==> config.mk <==
export PLATFORM = sky130hd
export DESIGN_NAME = zx_sysctl
export DESIGN_NICKNAME = d
export VERILOG_FILES = /design/src/common/zx_map_pkg.sv /design/src/common/zx_bus_pkg.sv /design/src/common/port_wr_if.sv /design/src/verilog/zx_sysctl.sv /design/src/pager/mem_pager.sv /design/src/verilog/nmi_fsm.sv /design/src/verilog/frame_timer.sv /design/src/verilog/port_decoder.sv
export SDC_FILE = /design/constraint.sdc
export NUM_CORES = 1
export LEC_CHECK = 0
export BUFFER_PORTS_ARGS = -buffer_cell sky130_fd_sc_hd__buf_2
export CORE_ASPECT_RATIO = 0.7
export CORE_MARGIN = 4
export CORE_UTILIZATION = 31
export DETAILED_ROUTE_END_ITERATION = 10
export MAX_ROUTING_LAYER = met4
export PLACE_DENSITY = 0.46
export SYNTH_ARGS = -nofsm -noshare
export SYNTH_HDL_FRONTEND = slang
export SYNTH_HIERARCHICAL = 1
export SYNTH_SLANG_ARGS = --single-unit
==> constraint.sdc <==
create_clock -name fclk -period 1.98 [get_ports fclk]
set_input_delay 0.396 -clock fclk [delete_from_list [all_inputs] [get_ports fclk]]
set_output_delay 0.396 -clock fclk [all_outputs]
set_load 0.02 [all_outputs]
==> src/common/zx_map_pkg.sv <==
`default_nettype none

// memory map of the four 16k cpu windows
package zx_map_pkg;

	localparam int WIN_W   = 2;
	localparam int NUM_WIN = 4;
	localparam int PAGE_W  = 7;

	// pager write byte, decoded by bit 7
	typedef struct packed {
		logic              is_ram;
		logic [PAGE_W-1:0] page;
	} ram_view_t;

	typedef struct packed {
		logic       is_ram;
		logic [4:0] rsvd;
		logic [1:0] page;
	} rom_view_t;

	typedef union packed {
		ram_view_t ram;
		rom_view_t rom;
	} pager_data_u;

	typedef struct packed {
		logic              is_ram;
		logic [PAGE_W-1:0] page;
	} win_map_t;

	// rom 0, ram 5, ram 2, ram 0
	localparam win_map_t [NUM_WIN-1:0] RESET_MAP = '{
		3: '{is_ram: 1'b1, page: 7'd0},
		2: '{is_ram: 1'b1, page: 7'd2},
		1: '{is_ram: 1'b1, page: 7'd5},
		0: '{is_ram: 1'b0, page: 7'd0}
	};

endpackage

`default_nettype wire

==> src/common/zx_bus_pkg.sv <==
`default_nettype none

// z80 bus-side constants shared by the port decoder, nmi sequencer and pager
package zx_bus_pkg;

	////////////////////
	// i/o port decode
	////////////////////

	// memory pager, window number comes from a[15:14]
	localparam logic [7:0] PAGER_PORT_LO = 8'hF7;

	// nmi control port
	localparam logic [7:0] NMI_PORT_LO = 8'hBF;

	// data bits of the nmi control write
	localparam int NMI_SET_BIT = 0;
	localparam int NMI_CLR_BIT = 1;

	////////////////////
	// z80 vectors
	////////////////////

	// fixed nmi entry point of the cpu
	localparam logic [15:0] NMI_VECTOR = 16'h0066;

	// high byte of the trdos entry area in rom
	localparam logic [7:0] DOS_ENTRY_HI = 8'h3D;

endpackage

`default_nettype wire
==> src/common/port_wr_if.sv <==
`default_nettype none

// decoded i/o writes, all strobes are one fclk wide
interface port_wr_if;

	// pager port write with its window and data
	logic                         pager_wr;
	logic [zx_map_pkg::WIN_W-1:0] win;
	zx_map_pkg::pager_data_u      wdata;

	// nmi control port
	logic set_nmi;
	logic clr_nmi;

	modport decoder (
		output pager_wr,
		output win,
		output wdata,
		output set_nmi,
		output clr_nmi
	);

	modport pager (input pager_wr, input win, input wdata);

	modport nmi (input set_nmi, input clr_nmi);

endinterface

`default_nettype wire

==> src/verilog/zx_sysctl.sv <==
`default_nettype none

module zx_sysctl #(
	parameter int FRAME_LEN    = 71680,
	parameter int INT_LEN      = 32,
	parameter int NMI_ROM_PAGE = 2
) (
	input  logic        fclk,
	input  logic        rst_n,
	input  logic [15:0] a,
	input  logic [7:0]  d,
	input  logic        iorq_n,
	input  logic        mreq_n,
	input  logic        rd_n,
	input  logic        wr_n,
	input  logic        m1_n,
	output logic        int_n,
	output logic        nmi_n,
	output logic        mem_ram,
	output logic [6:0]  mem_page,
	output logic        dos
);

	logic int_start;
	logic in_nmi;

	port_wr_if wr_bus ();

	port_decoder u_port_decoder (
		.fclk   (fclk),
		.rst_n  (rst_n),
		.a      (a),
		.d      (d),
		.iorq_n (iorq_n),
		.wr_n   (wr_n),
		.wr     (wr_bus.decoder)
	);

	frame_timer #(
		.FRAME_LEN (FRAME_LEN),
		.INT_LEN   (INT_LEN)
	) u_frame_timer (
		.fclk      (fclk),
		.rst_n     (rst_n),
		.m1_n      (m1_n),
		.iorq_n    (iorq_n),
		.int_start (int_start),
		.int_n     (int_n)
	);

	nmi_fsm u_nmi_fsm (
		.fclk      (fclk),
		.rst_n     (rst_n),
		.a         (a),
		.m1_n      (m1_n),
		.mreq_n    (mreq_n),
		.int_start (int_start),
		.wr        (wr_bus.nmi),
		.nmi_n     (nmi_n),
		.in_nmi    (in_nmi)
	);

	mem_pager #(
		.NMI_ROM_PAGE (NMI_ROM_PAGE)
	) u_mem_pager (
		.fclk     (fclk),
		.rst_n    (rst_n),
		.a        (a),
		.m1_n     (m1_n),
		.mreq_n   (mreq_n),
		.in_nmi   (in_nmi),
		.wr       (wr_bus.pager),
		.mem_ram  (mem_ram),
		.mem_page (mem_page),
		.dos      (dos)
	);

	// a z80 bus cycle never reads and writes at once
	a_rd_wr_excl: assert property (@(posedge fclk) disable iff (!rst_n)
		!(!rd_n && !wr_n));

endmodule

`default_nettype wire

==> src/pager/mem_pager.sv <==
`default_nettype none

module mem_pager #(
	parameter int NMI_ROM_PAGE = 2
) (
	input  logic        fclk,
	input  logic        rst_n,
	input  logic [15:0] a,
	input  logic        m1_n,
	input  logic        mreq_n,
	input  logic        in_nmi,
	port_wr_if.pager    wr,
	output logic        mem_ram,
	output logic [6:0]  mem_page,
	output logic        dos
);

	localparam int PW = zx_map_pkg::PAGE_W;

	zx_map_pkg::win_map_t win_map [zx_map_pkg::NUM_WIN];
	zx_map_pkg::win_map_t cur_map;
	logic [zx_map_pkg::WIN_W-1:0] cur_win;
	logic m1_fetch;

	////////////////////
	// window registers
	////////////////////

	for (genvar w = 0; w < zx_map_pkg::NUM_WIN; w++)
	begin : g_win
		always_ff @(posedge fclk or negedge rst_n)
		begin
			if (!rst_n)
				win_map[w] <= zx_map_pkg::RESET_MAP[w];
			else if (wr.pager_wr && wr.win == zx_map_pkg::WIN_W'(w))
			begin
				win_map[w].is_ram <= wr.wdata.ram.is_ram;
				// bit 7 picks the ram or the rom view
				if (wr.wdata.ram.is_ram)
					win_map[w].page <= wr.wdata.ram.page;
				else
					win_map[w].page <= PW'(wr.wdata.rom.page);
			end
		end
	end

	////////////////////
	// address mapping
	////////////////////

	assign cur_win = a[15:14];

	always_comb
	begin
		cur_map = win_map[cur_win];
		// service rom replaces window 0 during nmi
		if (in_nmi && cur_win == '0)
		begin
			cur_map.is_ram = 1'b0;
			cur_map.page   = PW'(NMI_ROM_PAGE);
		end
	end

	assign mem_ram  = cur_map.is_ram;
	assign mem_page = cur_map.page;

	////////////////////
	// dos flag
	////////////////////

	assign m1_fetch = ~m1_n & ~mreq_n;

	always_ff @(posedge fclk or negedge rst_n)
	begin
		if (!rst_n)
			dos <= 1'b0;
		else if (m1_fetch)
		begin
			// entry only from the rom mapped in window 0
			if (a[15:8] == zx_bus_pkg::DOS_ENTRY_HI && !win_map[0].is_ram)
				dos <= 1'b1;
			else if (a[15:14] != 2'b00)
				dos <= 1'b0;
		end
	end

endmodule

`default_nettype wire

==> src/verilog/nmi_fsm.sv <==
`default_nettype none

module nmi_fsm (
	input  logic        fclk,
	input  logic        rst_n,
	input  logic [15:0] a,
	input  logic        m1_n,
	input  logic        mreq_n,
	input  logic        int_start,
	port_wr_if.nmi      wr,
	output logic        nmi_n,
	output logic        in_nmi
);

	typedef enum logic [1:0] {
		IDLE,
		ARMED,
		ACTIVE,
		SERVICE
	} nmi_state_e;

	nmi_state_e state;
	nmi_state_e state_nx;
	logic       vec_fetch;

	// opcode fetch at the nmi entry point
	assign vec_fetch = ~m1_n & ~mreq_n & (a == zx_bus_pkg::NMI_VECTOR);

	always_comb
	begin
		state_nx = state;
		case (state)
			IDLE:    if (wr.set_nmi) state_nx = ARMED;
			// fires only at a frame start
			ARMED:   if (wr.clr_nmi) state_nx = IDLE;
			         else if (int_start) state_nx = ACTIVE;
			ACTIVE:  if (vec_fetch) state_nx = SERVICE;
			SERVICE: if (wr.clr_nmi) state_nx = IDLE;
			default: state_nx = IDLE;
		endcase
	end

	always_ff @(posedge fclk or negedge rst_n)
	begin
		if (!rst_n)
		begin
			state  <= IDLE;
			nmi_n  <= 1'b1;
			in_nmi <= 1'b0;
		end
		else
		begin
			state  <= state_nx;
			nmi_n  <= (state_nx != ACTIVE);
			in_nmi <= (state_nx == SERVICE);
		end
	end

	a_nmi_active: assert property (@(posedge fclk) disable iff (!rst_n)
		!nmi_n |-> state == ACTIVE);

endmodule

`default_nettype wire

==> src/verilog/frame_timer.sv <==
`default_nettype none

module frame_timer #(
	parameter int FRAME_LEN = 71680,
	parameter int INT_LEN   = 32
) (
	input  logic fclk,
	input  logic rst_n,
	input  logic m1_n,
	input  logic iorq_n,
	output logic int_start,
	output logic int_n
);

	localparam int CNT_W = $clog2(FRAME_LEN);
	localparam int INT_W = $clog2(INT_LEN + 1);

	logic [CNT_W-1:0] frame_cnt;
	logic [INT_W-1:0] int_cnt;
	logic             int_ack;

	// last cycle of the frame
	assign int_start = (frame_cnt == CNT_W'(FRAME_LEN - 1));

	always_ff @(posedge fclk or negedge rst_n)
	begin
		if (!rst_n)
			frame_cnt <= '0;
		else if (int_start)
			frame_cnt <= '0;
		else
			frame_cnt <= frame_cnt + 1'b1;
	end

	////////////////////
	// int_n pulse
	////////////////////

	// m1 together with iorq is the interrupt acknowledge
	assign int_ack = ~m1_n & ~iorq_n;

	always_ff @(posedge fclk or negedge rst_n)
	begin
		if (!rst_n)
		begin
			int_n   <= 1'b1;
			int_cnt <= '0;
		end
		else if (int_start)
		begin
			int_n   <= 1'b0;
			int_cnt <= '0;
		end
		else if (!int_n)
		begin
			// ends on timeout or early on ack
			if (int_ack || int_cnt == INT_W'(INT_LEN - 1))
				int_n <= 1'b1;
			int_cnt <= int_cnt + 1'b1;
		end
	end

	a_int_len: assert property (@(posedge fclk) disable iff (!rst_n)
		$fell(int_n) |-> ##[1:INT_LEN] int_n);

endmodule

`default_nettype wire

==> src/verilog/port_decoder.sv <==
`default_nettype none

module port_decoder (
	input  logic        fclk,
	input  logic        rst_n,
	input  logic [15:0] a,
	input  logic [7:0]  d,
	input  logic        iorq_n,
	input  logic        wr_n,
	port_wr_if.decoder  wr
);

	logic io_wr;
	logic io_wr_q;
	logic io_wr_start;
	logic hit_pager;
	logic hit_nmi;

	// z80 i/o write cycle, strobes treated as fclk synchronous
	assign io_wr       = ~iorq_n & ~wr_n;
	assign io_wr_start = io_wr & ~io_wr_q;

	assign hit_pager = (a[7:0] == zx_bus_pkg::PAGER_PORT_LO);
	assign hit_nmi   = (a[7:0] == zx_bus_pkg::NMI_PORT_LO);

	always_ff @(posedge fclk or negedge rst_n)
	begin
		if (!rst_n)
		begin
			io_wr_q     <= 1'b0;
			wr.pager_wr <= 1'b0;
			wr.set_nmi  <= 1'b0;
			wr.clr_nmi  <= 1'b0;
		end
		else
		begin
			io_wr_q     <= io_wr;
			wr.pager_wr <= io_wr_start & hit_pager;
			wr.set_nmi  <= io_wr_start & hit_nmi & d[zx_bus_pkg::NMI_SET_BIT];
			wr.clr_nmi  <= io_wr_start & hit_nmi & d[zx_bus_pkg::NMI_CLR_BIT];
		end
	end

	// window and data ride along with the strobe
	always_ff @(posedge fclk)
	begin
		if (io_wr_start)
		begin
			wr.win   <= a[15:14];
			wr.wdata <= d;
		end
	end

	// a long write cycle must not repeat the strobe
	a_strobe_one_cycle: assert property (@(posedge fclk) disable iff (!rst_n)
		(wr.pager_wr | wr.set_nmi | wr.clr_nmi) |=> !(wr.pager_wr | wr.set_nmi | wr.clr_nmi));

endmodule

`default_nettype wire

Yosys cells after proc, flatten, opt, wreduce, memory -nomap -nowiden:

Index checks and enable logic that the tools add are counted.

* add/subtract/negate cells: 2
* multiply operators: 0
* div/mod/pow operators: 0
* order comparisons: 1
* equality and inequality tests: 15
* shifts and indexed selects: 0
* muxes and demuxes: 19
* bitwise operators: 15
* reduce and logical (&&, ||, !) cells: 14

Operators with widths (number)
* 8-bit two-way mux: 3
* 17-bit by 1-bit adder with 17-bit output, second input constant: 1
* 17-bit equality test, second input constant: 1
* 17-bit two-way mux: 1
* 8-bit binary-select mux with 2-bit select: 1
* 16-bit by 7-bit equality test with 1-bit output, second input constant: 1
* 8-bit equality test, second input constant: 2
* 6-bit two-way mux: 2
* 2-bit equality test, second input constant: 5
* 2-bit two-way mux: 5
* 1-bit AND: 9
* 8-bit by 6-bit equality test with 1-bit output, second input constant: 1
* 2-bit one-hot mux with 4 select lines: 1
* 7-bit two-way mux: 1
* 6-bit by 1-bit adder with 6-bit output, second input constant: 1
* 6-bit by 5-bit equality test with 1-bit output, second input constant: 1
* 1-bit logical AND: 6
* 2-bit logical NOT: 3
* 1-bit two-way mux: 5
* 1-bit NOT: 5
* 2-bit by 1-bit equality test with 1-bit output, second input constant: 2
* 2-bit inequality test, second input constant: 2
* 2-bit nonzero test: 2
* 3-bit >= comparator, second input constant: 1
* 4 further kinds: 4

* register bits: 75
* bits in latches: 0
* bits in writable memories: 0
* bits in read-only memories: 0
* output and inout bits: 11
* memories: 0

Longest topological paths before layout:

Gate-level depths: netlist (run 1).

* word-level depth: 6
* mapped depth: 8
* depth with buffers taken out: 7

Cells and area by module:

Netlist (run 1), hierarchy kept.

Modules (own cells, without submodules)
* mem_pager: times used 1, cells each 132, area each 1515.2 µm²
* frame_timer: times used 1, cells each 104, area each 1128.6 µm²
* port_decoder: times used 1, cells each 25, area each 469.2 µm²
* nmi_fsm: times used 1, cells each 25, area each 276.5 µm²

Least setup slack after synthesis (run 1):

Ideal clock, no wire load.

* path kind: register to register
* start point: reg u_frame_timer.frame_cnt[0]
* end point: reg u_nmi_fsm.state[0]
* data arrival time: 1619 ps
* required time: 1854 ps
* path slack: 234 ps
* stages on the path, launching flop included: 9
* buffers on the path: 1
* period minus slack after synthesis: 1746 ps
* cell sequence: dfrtp_1 > ha_1 > and4_4 > nand2_2 > nor3_4 > buf_6 > nand2_1 > a21oi_1 > nor4_2

* longest elaborated chain between the ends: 4

RTL lines
* start, declared: line frame_timer.sv:18 `logic [CNT_W-1:0] frame_cnt;`
* start signal, assigned: line frame_timer.sv:32 `frame_cnt <= frame_cnt + 1'b1;`
* 17-bit equality test: line frame_timer.sv:23 `assign int_start = (frame_cnt == CNT_W'(FRAME_LEN - 1));`
* via int_start: line zx_sysctl.sv:24 `logic int_start;`
* 2-bit two-way mux: line nmi_fsm.sv:36 `else if (int_start) state_nx = ACTIVE;`
* 2-bit two-way mux: line nmi_fsm.sv:35 `ARMED: if (wr.clr_nmi) state_nx = IDLE;`
* 2-bit one-hot mux with 4 select lines: line nmi_fsm.sv:32 `case (state)`
* via u_nmi_fsm.state_nx[0]: line nmi_fsm.sv:23 `nmi_state_e state_nx;`
* end signal, assigned: line nmi_fsm.sv:53 `state <= state_nx;`
* end, declared: line nmi_fsm.sv:22 `nmi_state_e state;`

The timed path passes the listed nets, and every way through them passes these cells.
A chain may end at the register's enable or synchronous reset.

Worst setup path after layout (run 1):

* start point: reg u_nmi_fsm.in_nmi
* end point: out mem_page[1]

* longest elaborated chain between the ends: 2

RTL lines
* start, declared: line nmi_fsm.sv:12 `output logic in_nmi`
* start signal, assigned: line nmi_fsm.sv:55 `in_nmi <= (state_nx == SERVICE);`
* 1-bit logical AND: line mem_pager.sv:57 `if (in_nmi && cur_win == '0)`
* 8-bit two-way mux: line mem_pager.sv:57
* end, declared: line zx_sysctl.sv:20 `output logic [6:0] mem_page,`

Every way passes these cells.

==> reports/qor.csv, run 1 <==
metric,value,unit
Period minus WS final,1.96,ns
Max rail drop VDD,395,µV
Post-Synthesis Cells,286,
final global-route overflow total,0,
clock-pin transition on the worst setup and hold timing paths,0.06,ns
wire length of the first global-routing pass,11.8,mm
Synth-to-Final Area Change,23.0,%
Setup crit start kind,register,
R2R depth,7,
Total Neg Setup Slack,0,ns
half-perimeter wire length after detailed placement,5.11,mm
count of warnings emitted by yosys,6,
slew at the pin closest to its max-slew limit,0.672,ns
H-tree depth reported by CTS,3,
via density per instance,4.68,
Internal Power,2.70,mW
critical path capture point type,output pin,
TritonCTS clock tree,done,
Hold/Removal Path Class,in2async,
diodes inserted,0,
setup slack after placement,0.156,ns
share of cells above drive strength 1,32.4,%
"post-synthesis share of cell area spent on full adders, half adders and majority gates",0.738,%
switching power as a share of total power,22.0,%
total standard cell area after synthesis,3390,µm²
number of max-slew violations in the final report,0,
total track usage,12.5,%
largest net degree at the start of global routing,26,
final clock period utilization by the worst path,99.1,%
Synth Area in XOR/XNOR,5.17,%
number of unique standard cell types used by synthesis,47,
"delay-heaviest family, CP",multiplexers,
net count reported at finish,374,
status,finished clean,
met1 routing resource usage after global routing,18.1,%
vertical die dimension,95.5,µm
floorplan die width,133,µm
total number of vias,2313,
share of synthesized area occupied by flip-flops and latches,57.1,%
die area,12700,µm²
met2 layer usage reported by global route,16.4,%
final worst clock skew,0.00441,ns
minimum hold slack,0.0712,ns
area of all placed cells without fillers,4170,µm²
total iterations of the first detailed-routing run,4,
global-route met3 utilization,3.74,%
aggregate routed wire length,7.15,mm
Core Area,10500,µm²
cell with the largest stage delay on the worst path,mux4_2,
cell area after placement,3820,µm²
cell leakage power,1.85,nW
remaining routing DRC violations,0,
sequential share of power,47.9,%
CP Data Arrival Time,1.57,ns
antenna violations before repair,0,
count of state elements after synthesis,75,
required time of the worst setup path,1.58,ns
RePlAce Congestion,0.752,
Gate power share,6.4,%
combinational family with the most area after synthesis,simple AND/OR/NAND/NOR gates,
Final Non-Filler Cells,494,
sw power,760,µW
number of endpoints failing setup at the final stage,0,
number of CTS-inserted buffers,9,
antenna violation net count after detailed routing,0,
R2R setup slack,0.29,ns
number of global-route vias before repair,2306,
Reg-to-Reg Start,u_frame_timer/frame_cnt[0]$_DFF_PN0_,
proportion of synthesized area in mux cells,7.72,%
highest-utilization routing layer at the global route stage,met1,
initial core utilization,32.2,%
RSZ-0062 raised after global routing,true,
synthesized area per cell,11.9,µm²
WL/cell,14.5,µm
I/O Buffers,40,
count of hold buffers inserted by post-cts repair,0,
max capacitance violation total,0,
worst path bufs/invs,1,
Root Driver,clkbuf_16,
power density over cell area,829,nW/µm²
count of pins on the block boundary,42,
highest clock frequency the design can meet,0.510,GHz
largest fanout on the critical path,2,
initial detailed-routing violation count,108,
worst rel slew slack,55.2,%
critical path cell sequence,or2_4 > mux4_2 > buf_6,
share of the synthesized area in compound gates (AO/OA/AOI/OAI),7.68,%
Worst Setup Path Type,reg2out,
"share of synthesized cell area in and, or, nand and nor gates",19.3,%
critical register-to-register path endpoint,u_nmi_fsm/state[0]$_DFF_PN0_,
Max stage delay on crit path,0.46,ns
cell count after placement,477,
Critical Path Stages,3,
Cell Rows,31,
number of buffers on the longest clock path,2,
source-to-sink clock delay at the later pin of the worst-skew pair,0.33,ns
clock group share of total power,45.7,%
PnR worst setup slack,0.0179,ns
sink count of the clock tree,75,
syn nets,319,
Final Hold Violating Endpoints,0,
[kinds of logic (layout without fill, tap and decap cells)]
logic type,count (synthesis),after routing
AOI/OAI and AO/OA,40,40
adders and majority gates,2,2
xor gates and xnor gates,20,20
buffers and inverters,13,73
muxes,21,21
DFF,75,75
and+or+nand+nor,115,115
[power groups by stage]
stage | Clock, mW | Combinational, mW | Sequential, mW
2_1_floorplan | 0 | 0.110 | 1.67
3_5_place_dp | 0 | 0.223 | 1.68
4_1_cts | 1.63 | 0.222 | 1.66
5_1_grt | 1.69 | 0.254 | 1.66
6_report | 1.58 | 0.221 | 1.66
3_3_place_gp | 0 | 0.220 | 1.68
[Yosys cell counts (all sizes together)]
cell type | count | area (µm²)
nor3 | 8 | 51.3
and3 | 2 | 12.5
a31oi | 1 | 6.26
buf | 6 | 51.3
nor2b | 3 | 18.8
o21ai | 21 | 124
nor2 | 22 | 82.6
and4bb | 1 | 12.5
mux2 | 12 | 146
or3 | 1 | 11.3
nand3b | 5 | 37.5
or3b | 1 | 8.76
ha | 2 | 25.0
dfrtp | 57 | 1430
xnor2 | 9 | 78.8
nor4 | 7 | 56.3
o21a | 1 | 7.51
a221oi | 6 | 52.6
nand2 | 35 | 134
mux2i | 7 | 70.1
and2 | 1 | 6.26
nor4b | 3 | 56.3
dfstp | 8 | 210
nand4 | 10 | 62.6
nand3 | 8 | 40.0
clkbuf | 5 | 18.8
mux4 | 2 | 45.0
inv | 2 | 7.51
a21oi | 9 | 45.0
o32ai | 1 | 16.3
o41ai | 1 | 8.76
edfxtp | 10 | 300
nand2b | 2 | 12.5
and4 | 2 | 20.0
xor2 | 11 | 96.3
nand4b | 2 | 17.5
or2 | 2 | 12.5
[area by class of cell]
type / count / area, µm²
Fill cell: 1016 / 6340
Sequential cell: 75 / 1940
Multi-Input combinational cell: 198 / 1410
Timing Repair Buffer: 55 / 334
Clock buffer: 15 / 288
Tap cell: 148 / 185
Inverter: 2 / 7.51
Clock inverter: 1 / 5.00
[worst max path at each step]
stage               slack (ns)                                  from                            to
floorplan                 0.23  u_frame_timer/frame_cnt[0]$_DFF_PN0_  u_nmi_fsm/state[0]$_DFF_PN0_
global placement          0.19                                 a[15]                   mem_page[2]
detailed placement        0.16                                 a[15]                   mem_page[2]
CTS                      0.003   u_mem_pager/win_map[25]$_DFFE_PN0P_                   mem_page[1]
global route             -0.03            u_nmi_fsm/in_nmi$_DFF_PN0_                   mem_page[1]
finish                    0.02            u_nmi_fsm/in_nmi$_DFF_PN0_                   mem_page[1]
[worst register-to-register path, cell delays in order (launching register included)]
cell     delay (ns)
dfrtp_1        0.38
ha_1           0.25
and4_4         0.27
nand2_2        0.09
nor3_4         0.24
nand2_1        0.11
a21oi_1        0.16
nor4_2         0.07
[sequential cells by signal, indices dropped and copies added, names as in the netlist]
name,count
u_frame_timer/frame_cnt,17
u_frame_timer/int_n,1
u_port_decoder/wr.pager_wr,1
u_nmi_fsm/state,2
u_port_decoder/wr.win,2
u_mem_pager/win_map,32
u_port_decoder/wr.clr_nmi,1
u_frame_timer/int_cnt,6
u_nmi_fsm/nmi_n,1
u_mem_pager/dos,1
u_port_decoder/wr.set_nmi,1
u_port_decoder/wr.wdata,8
u_nmi_fsm/in_nmi,1
u_port_decoder/io_wr_q,1
[per-layer routing]
layer | up-vias | part of all wire, %
met5 | - | 0
met1 | 1118 | 55
met4 | 0 | 1.6
met2 | 39 | 40
li1 | 1146 | -
met3 | 10 | 3.9
[through the flow]
step	power [mW]	utilization, %
2_1_floorplan	1.78	-
3_3_place_gp	1.90	36.4
3_5_place_dp	1.91	36.4
4_1_cts	3.51	39.3
5_1_grt	3.60	39.7
6_report	3.46	39.7
[cells in the final DEF, fill, tap and decap left out, types with 7 or more instances in the layout]
cell        n
o21ai_0    16
nor2_1     21
nand4_1    10
nor3_1      7
xnor2_1     9
dfstp_2     8
buf_2      38
buf_4      15
edfxtp_1   10
nand2_1    34
a21oi_1     9
nand3_1     8
mux2i_1     7
xor2_1     11
clkbuf_16   9
mux2_2      9
dfrtp_1    57
[timing repair]
item | 4_1_cts | 5_1_grt
resized for setup | 3 | 7
setup endpoints to repair | 1 | 6
setup buffers | 1 | 0
pin swaps | 1 | 1
Note: power is estimated with default switching activity, not from simulation.
==> inputs of run 2 (changes only) <==
--- a/config.mk
+++ b/config.mk
@@ -12,6 +12,7 @@
 export DETAILED_ROUTE_END_ITERATION = 10
 export MAX_ROUTING_LAYER = met4
 export PLACE_DENSITY = 0.46
+export REMOVE_ABC_BUFFERS = 1
 export SYNTH_ARGS = -nofsm -noshare
 export SYNTH_HDL_FRONTEND = slang
 export SYNTH_HIERARCHICAL = 1
==> constraint.sdc (replaced) <==
create_clock -name fclk -period 2 [get_ports fclk]
set_input_delay 0.4 -clock fclk [delete_from_list [all_inputs] [get_ports fclk]]
set_output_delay 0.4 -clock fclk [all_outputs]
set_load 0.02 [all_outputs]
==> run 2 against run 1 <==
  * Via count is 0.13% lower
  * Non-clock buffer count decreased by 3
  * First-iteration DRC count grew 61%
  * Largest cell class unchanged
  * Wire length increased by 1.4%
  * Sequential power about the same
  * Clock-buffer cell count fell by 2
  * Combinational power about the same
==> reports/qor.csv, run 2 (synthesized netlist as in run 1, its figures left out) <==
metric,value,unit,change
remaining routing DRC violations,0,,unchanged
Cell Rows,31,,unchanged
Total Neg Setup Slack,0,ns,unchanged
antenna violations before repair,0,,unchanged
CP Data Arrival Time,1.56,ns,about the same
die area,12700,µm²,unchanged
Worst Setup Path Type,reg2out,,
cell with the largest stage delay on the worst path,mux4_2,,
TritonCTS clock tree,done,,
initial core utilization,32.2,%,unchanged
number of endpoints failing setup at the final stage,0,,unchanged
share of cells above drive strength 1,30.3,%,-2.0 points
diodes inserted,0,,unchanged
area used by multi-input combinational logic,1400,µm²,-0.62%
overall power consumption,3.41,mW,-1.4%
I/O Buffers,40,,unchanged
aggregate routed wire length,7.25,mm,+1.4%
critical path capture point type,output pin,,
Max rail drop VDD,366,µV,-7.3%
count of pins on the block boundary,42,,unchanged
worst rel slew slack,55.7,%,+0.45 points
initial detailed-routing violation count,174,,+61%
largest registers,"u_mem_pager/win_map x32, u_frame_timer/frame_cnt x17, u_port_decoder/wr.wdata x8",,
slew at the pin closest to its max-slew limit,0.665,ns,-0.00682 ns
most frequent cells in the layout,"57 x dfrtp_1, 38 x buf_2, 34 x nand2_1, 22 x nor2_1, 16 x o21ai_0",,
clock group share of total power,45.4,%,-0.3 points
wire length of the first global-routing pass,12.3,mm,+3.9%
WL/cell,14.8,µm,+2.0%
required time of the worst setup path,1.60,ns,+0.02 ns
Synth-to-Final Area Change,21.7,%,
Period minus WS final,1.96,ns,
number of CTS-inserted buffers,9,,unchanged
Internal Power,2.66,mW,-1.5%
H-tree depth reported by CTS,3,,unchanged
power density over cell area,825,nW/µm²,-0.46%
number of max-slew violations in the final report,0,,unchanged
Setup crit start kind,register,,
area of all placed cells without fillers,4130,µm²,-0.99%
largest fanout on the critical path,2,,unchanged
sink count of the clock tree,75,,unchanged
"most common cell after layout, fill and taps aside",dfrtp_1,,
antenna violation net count after detailed routing,0,,unchanged
max capacitance violation total,0,,unchanged
number of global-route vias before repair,2339,,+1.4%
highest clock frequency the design can meet,0.509,GHz,
Max stage delay on crit path,0.46,ns,about the same
largest net degree at the start of global routing,35,,+35%
cell area after placement,3790,µm²,-0.79%
source-to-sink clock delay at the later pin of the worst-skew pair,0.33,ns,about the same
final worst clock skew,0.00680,ns,+0.00238 ns
clock-pin transition on the worst setup and hold timing paths,0.06,ns,about the same
RSZ-0062 raised after global routing,true,,
FF+latch area,1940,µm²,unchanged
critical path cell sequence,or2_4 > mux4_2 > buf_6,,
sw power,750,µW,-1.3%
total track usage,12.9,%,+0.46 points
total number of vias,2310,,-0.13%
Final Hold Violating Endpoints,0,,unchanged
number of buffers on the longest clock path,2,,unchanged
RePlAce Congestion,0.786,,+4.4%
net count reported at finish,371,,-0.80%
total iterations of the first detailed-routing run,4,,unchanged
floorplan die width,133,µm,unchanged
Gate power share,6.4,%,about the same
switching power as a share of total power,22.0,%,+0.029 points
register name with the most flops,u_mem_pager/win_map,,
final global-route overflow total,0,,unchanged
vertical die dimension,95.5,µm,unchanged
status,finished clean,,
via density per instance,4.70,,+0.48%
Largest register FFs,32,,unchanged
Core Area,10500,µm²,unchanged
Root Driver,clkbuf_16,,
cell leakage power,1.83,nW,-1.4%
filler cell count in the final layout,1033,,+1.7%
final clock period utilization by the worst path,98.2,%,
sequential share of power,48.2,%,+0.3 points
half-perimeter wire length after detailed placement,5.21,mm,+1.9%
Hold/Removal Path Class,in2reg,,
==> run 2: cell count changes in the layout (fill, tap and decap cells not counted), sizes merged <==
cell	change
clkbuf	-2
dlygate4sd3	+1
clkinv	+1
buf	-4
bufinv	+1
==> run 2: worst paths after layout <==
path	from	endpoint	slack [ns]	cells past startpoint
worst max-delay path	u_mem_pager/win_map[25]$_DFFE_PN0P_	mem_page[1]	0.04	3
min in group asynchronous	rst_n	u_mem_pager/win_map[12]$_DFFE_PN0P_	0.53	2
worst min-delay path	wr_n	u_port_decoder/io_wr_q$_DFF_PN0_	0.24	2
worst min register to register	u_mem_pager/win_map[29]$_DFFE_PN0P_	u_mem_pager/win_map[29]$_DFFE_PN0P_	0.47	2
max in group asynchronous	rst_n	u_nmi_fsm/nmi_n$_DFF_PN1_	0.84	3
worst max register to register	u_frame_timer/frame_cnt[0]$_DFF_PN0_	u_nmi_fsm/state[0]$_DFF_PN0_	0.29	7
==> run 2: critical path, delay by kind of cell (launching register included) <==
| family | cells | cell delay, ns |
|---|---|---|
| buffers and inverters | 1 | 0.15 |
| AND/OR/NAND/NOR | 1 | 0.25 |
| multiplexers | 1 | 0.46 |
| flip-flops | 1 | 0.37 |
==> run 2: cell type report <==
cell class,count,area share (%)
Sequential cell,75,46.9
Multi-Input combinational cell,198,34.0
Timing Repair Buffer,52,7.61
Clock buffer,13,5.82
Tap cell,148,4.49
Clock inverter,3,0.970
Inverter,2,0.182
==> run 2: what timing repair did <==
item / 4_1_cts / 5_1_grt
setup endpoints to repair: 1 / 6
pin swaps: 1 / 0
hold endpoints to repair: 8 / 0
buffers inserted: 1 / 0
hold buffers: 1 / 0
gates resized for setup: 3 / 5
==> run 2: metrics by stage <==
step / util, % / cells / hold slack (ns) / worst slack, ns
floorplan: - / 275 / 0.104 / 0.203
global placement: 36.1 / 473 / 0.349 / 0.176
detailed placement: 36.1 / 473 / 0.351 / 0.188
CTS: 39.0 / 491 / 0.230 / 0.0124
global route: 39.3 / 491 / 0.231 / -0.0202
finish: 39.3 / 491 / 0.239 / 0.0356
==> run 2: power groups by stage <==
stage               registers [mW]  clock network (mW)  logic (mW)
floorplan                     1.66                   0      0.0991
CTS                           1.64                1.60       0.222
finish                        1.64                1.55       0.219
detailed placement            1.67                   0       0.219
global route                  1.65                1.66       0.256
global placement              1.67                   0       0.216
==> run 2: routing by layer <==
layer	vias up	routed length [µm]	global-route usage, %	share of wire, %
met2	46	2850	17.2	39
met3	8	300	3.85	4.1
met4	0	99	3.89	1.4
li1	1132	-	-	-
met5	-	0	-	0
met1	1124	3990	18.8	55
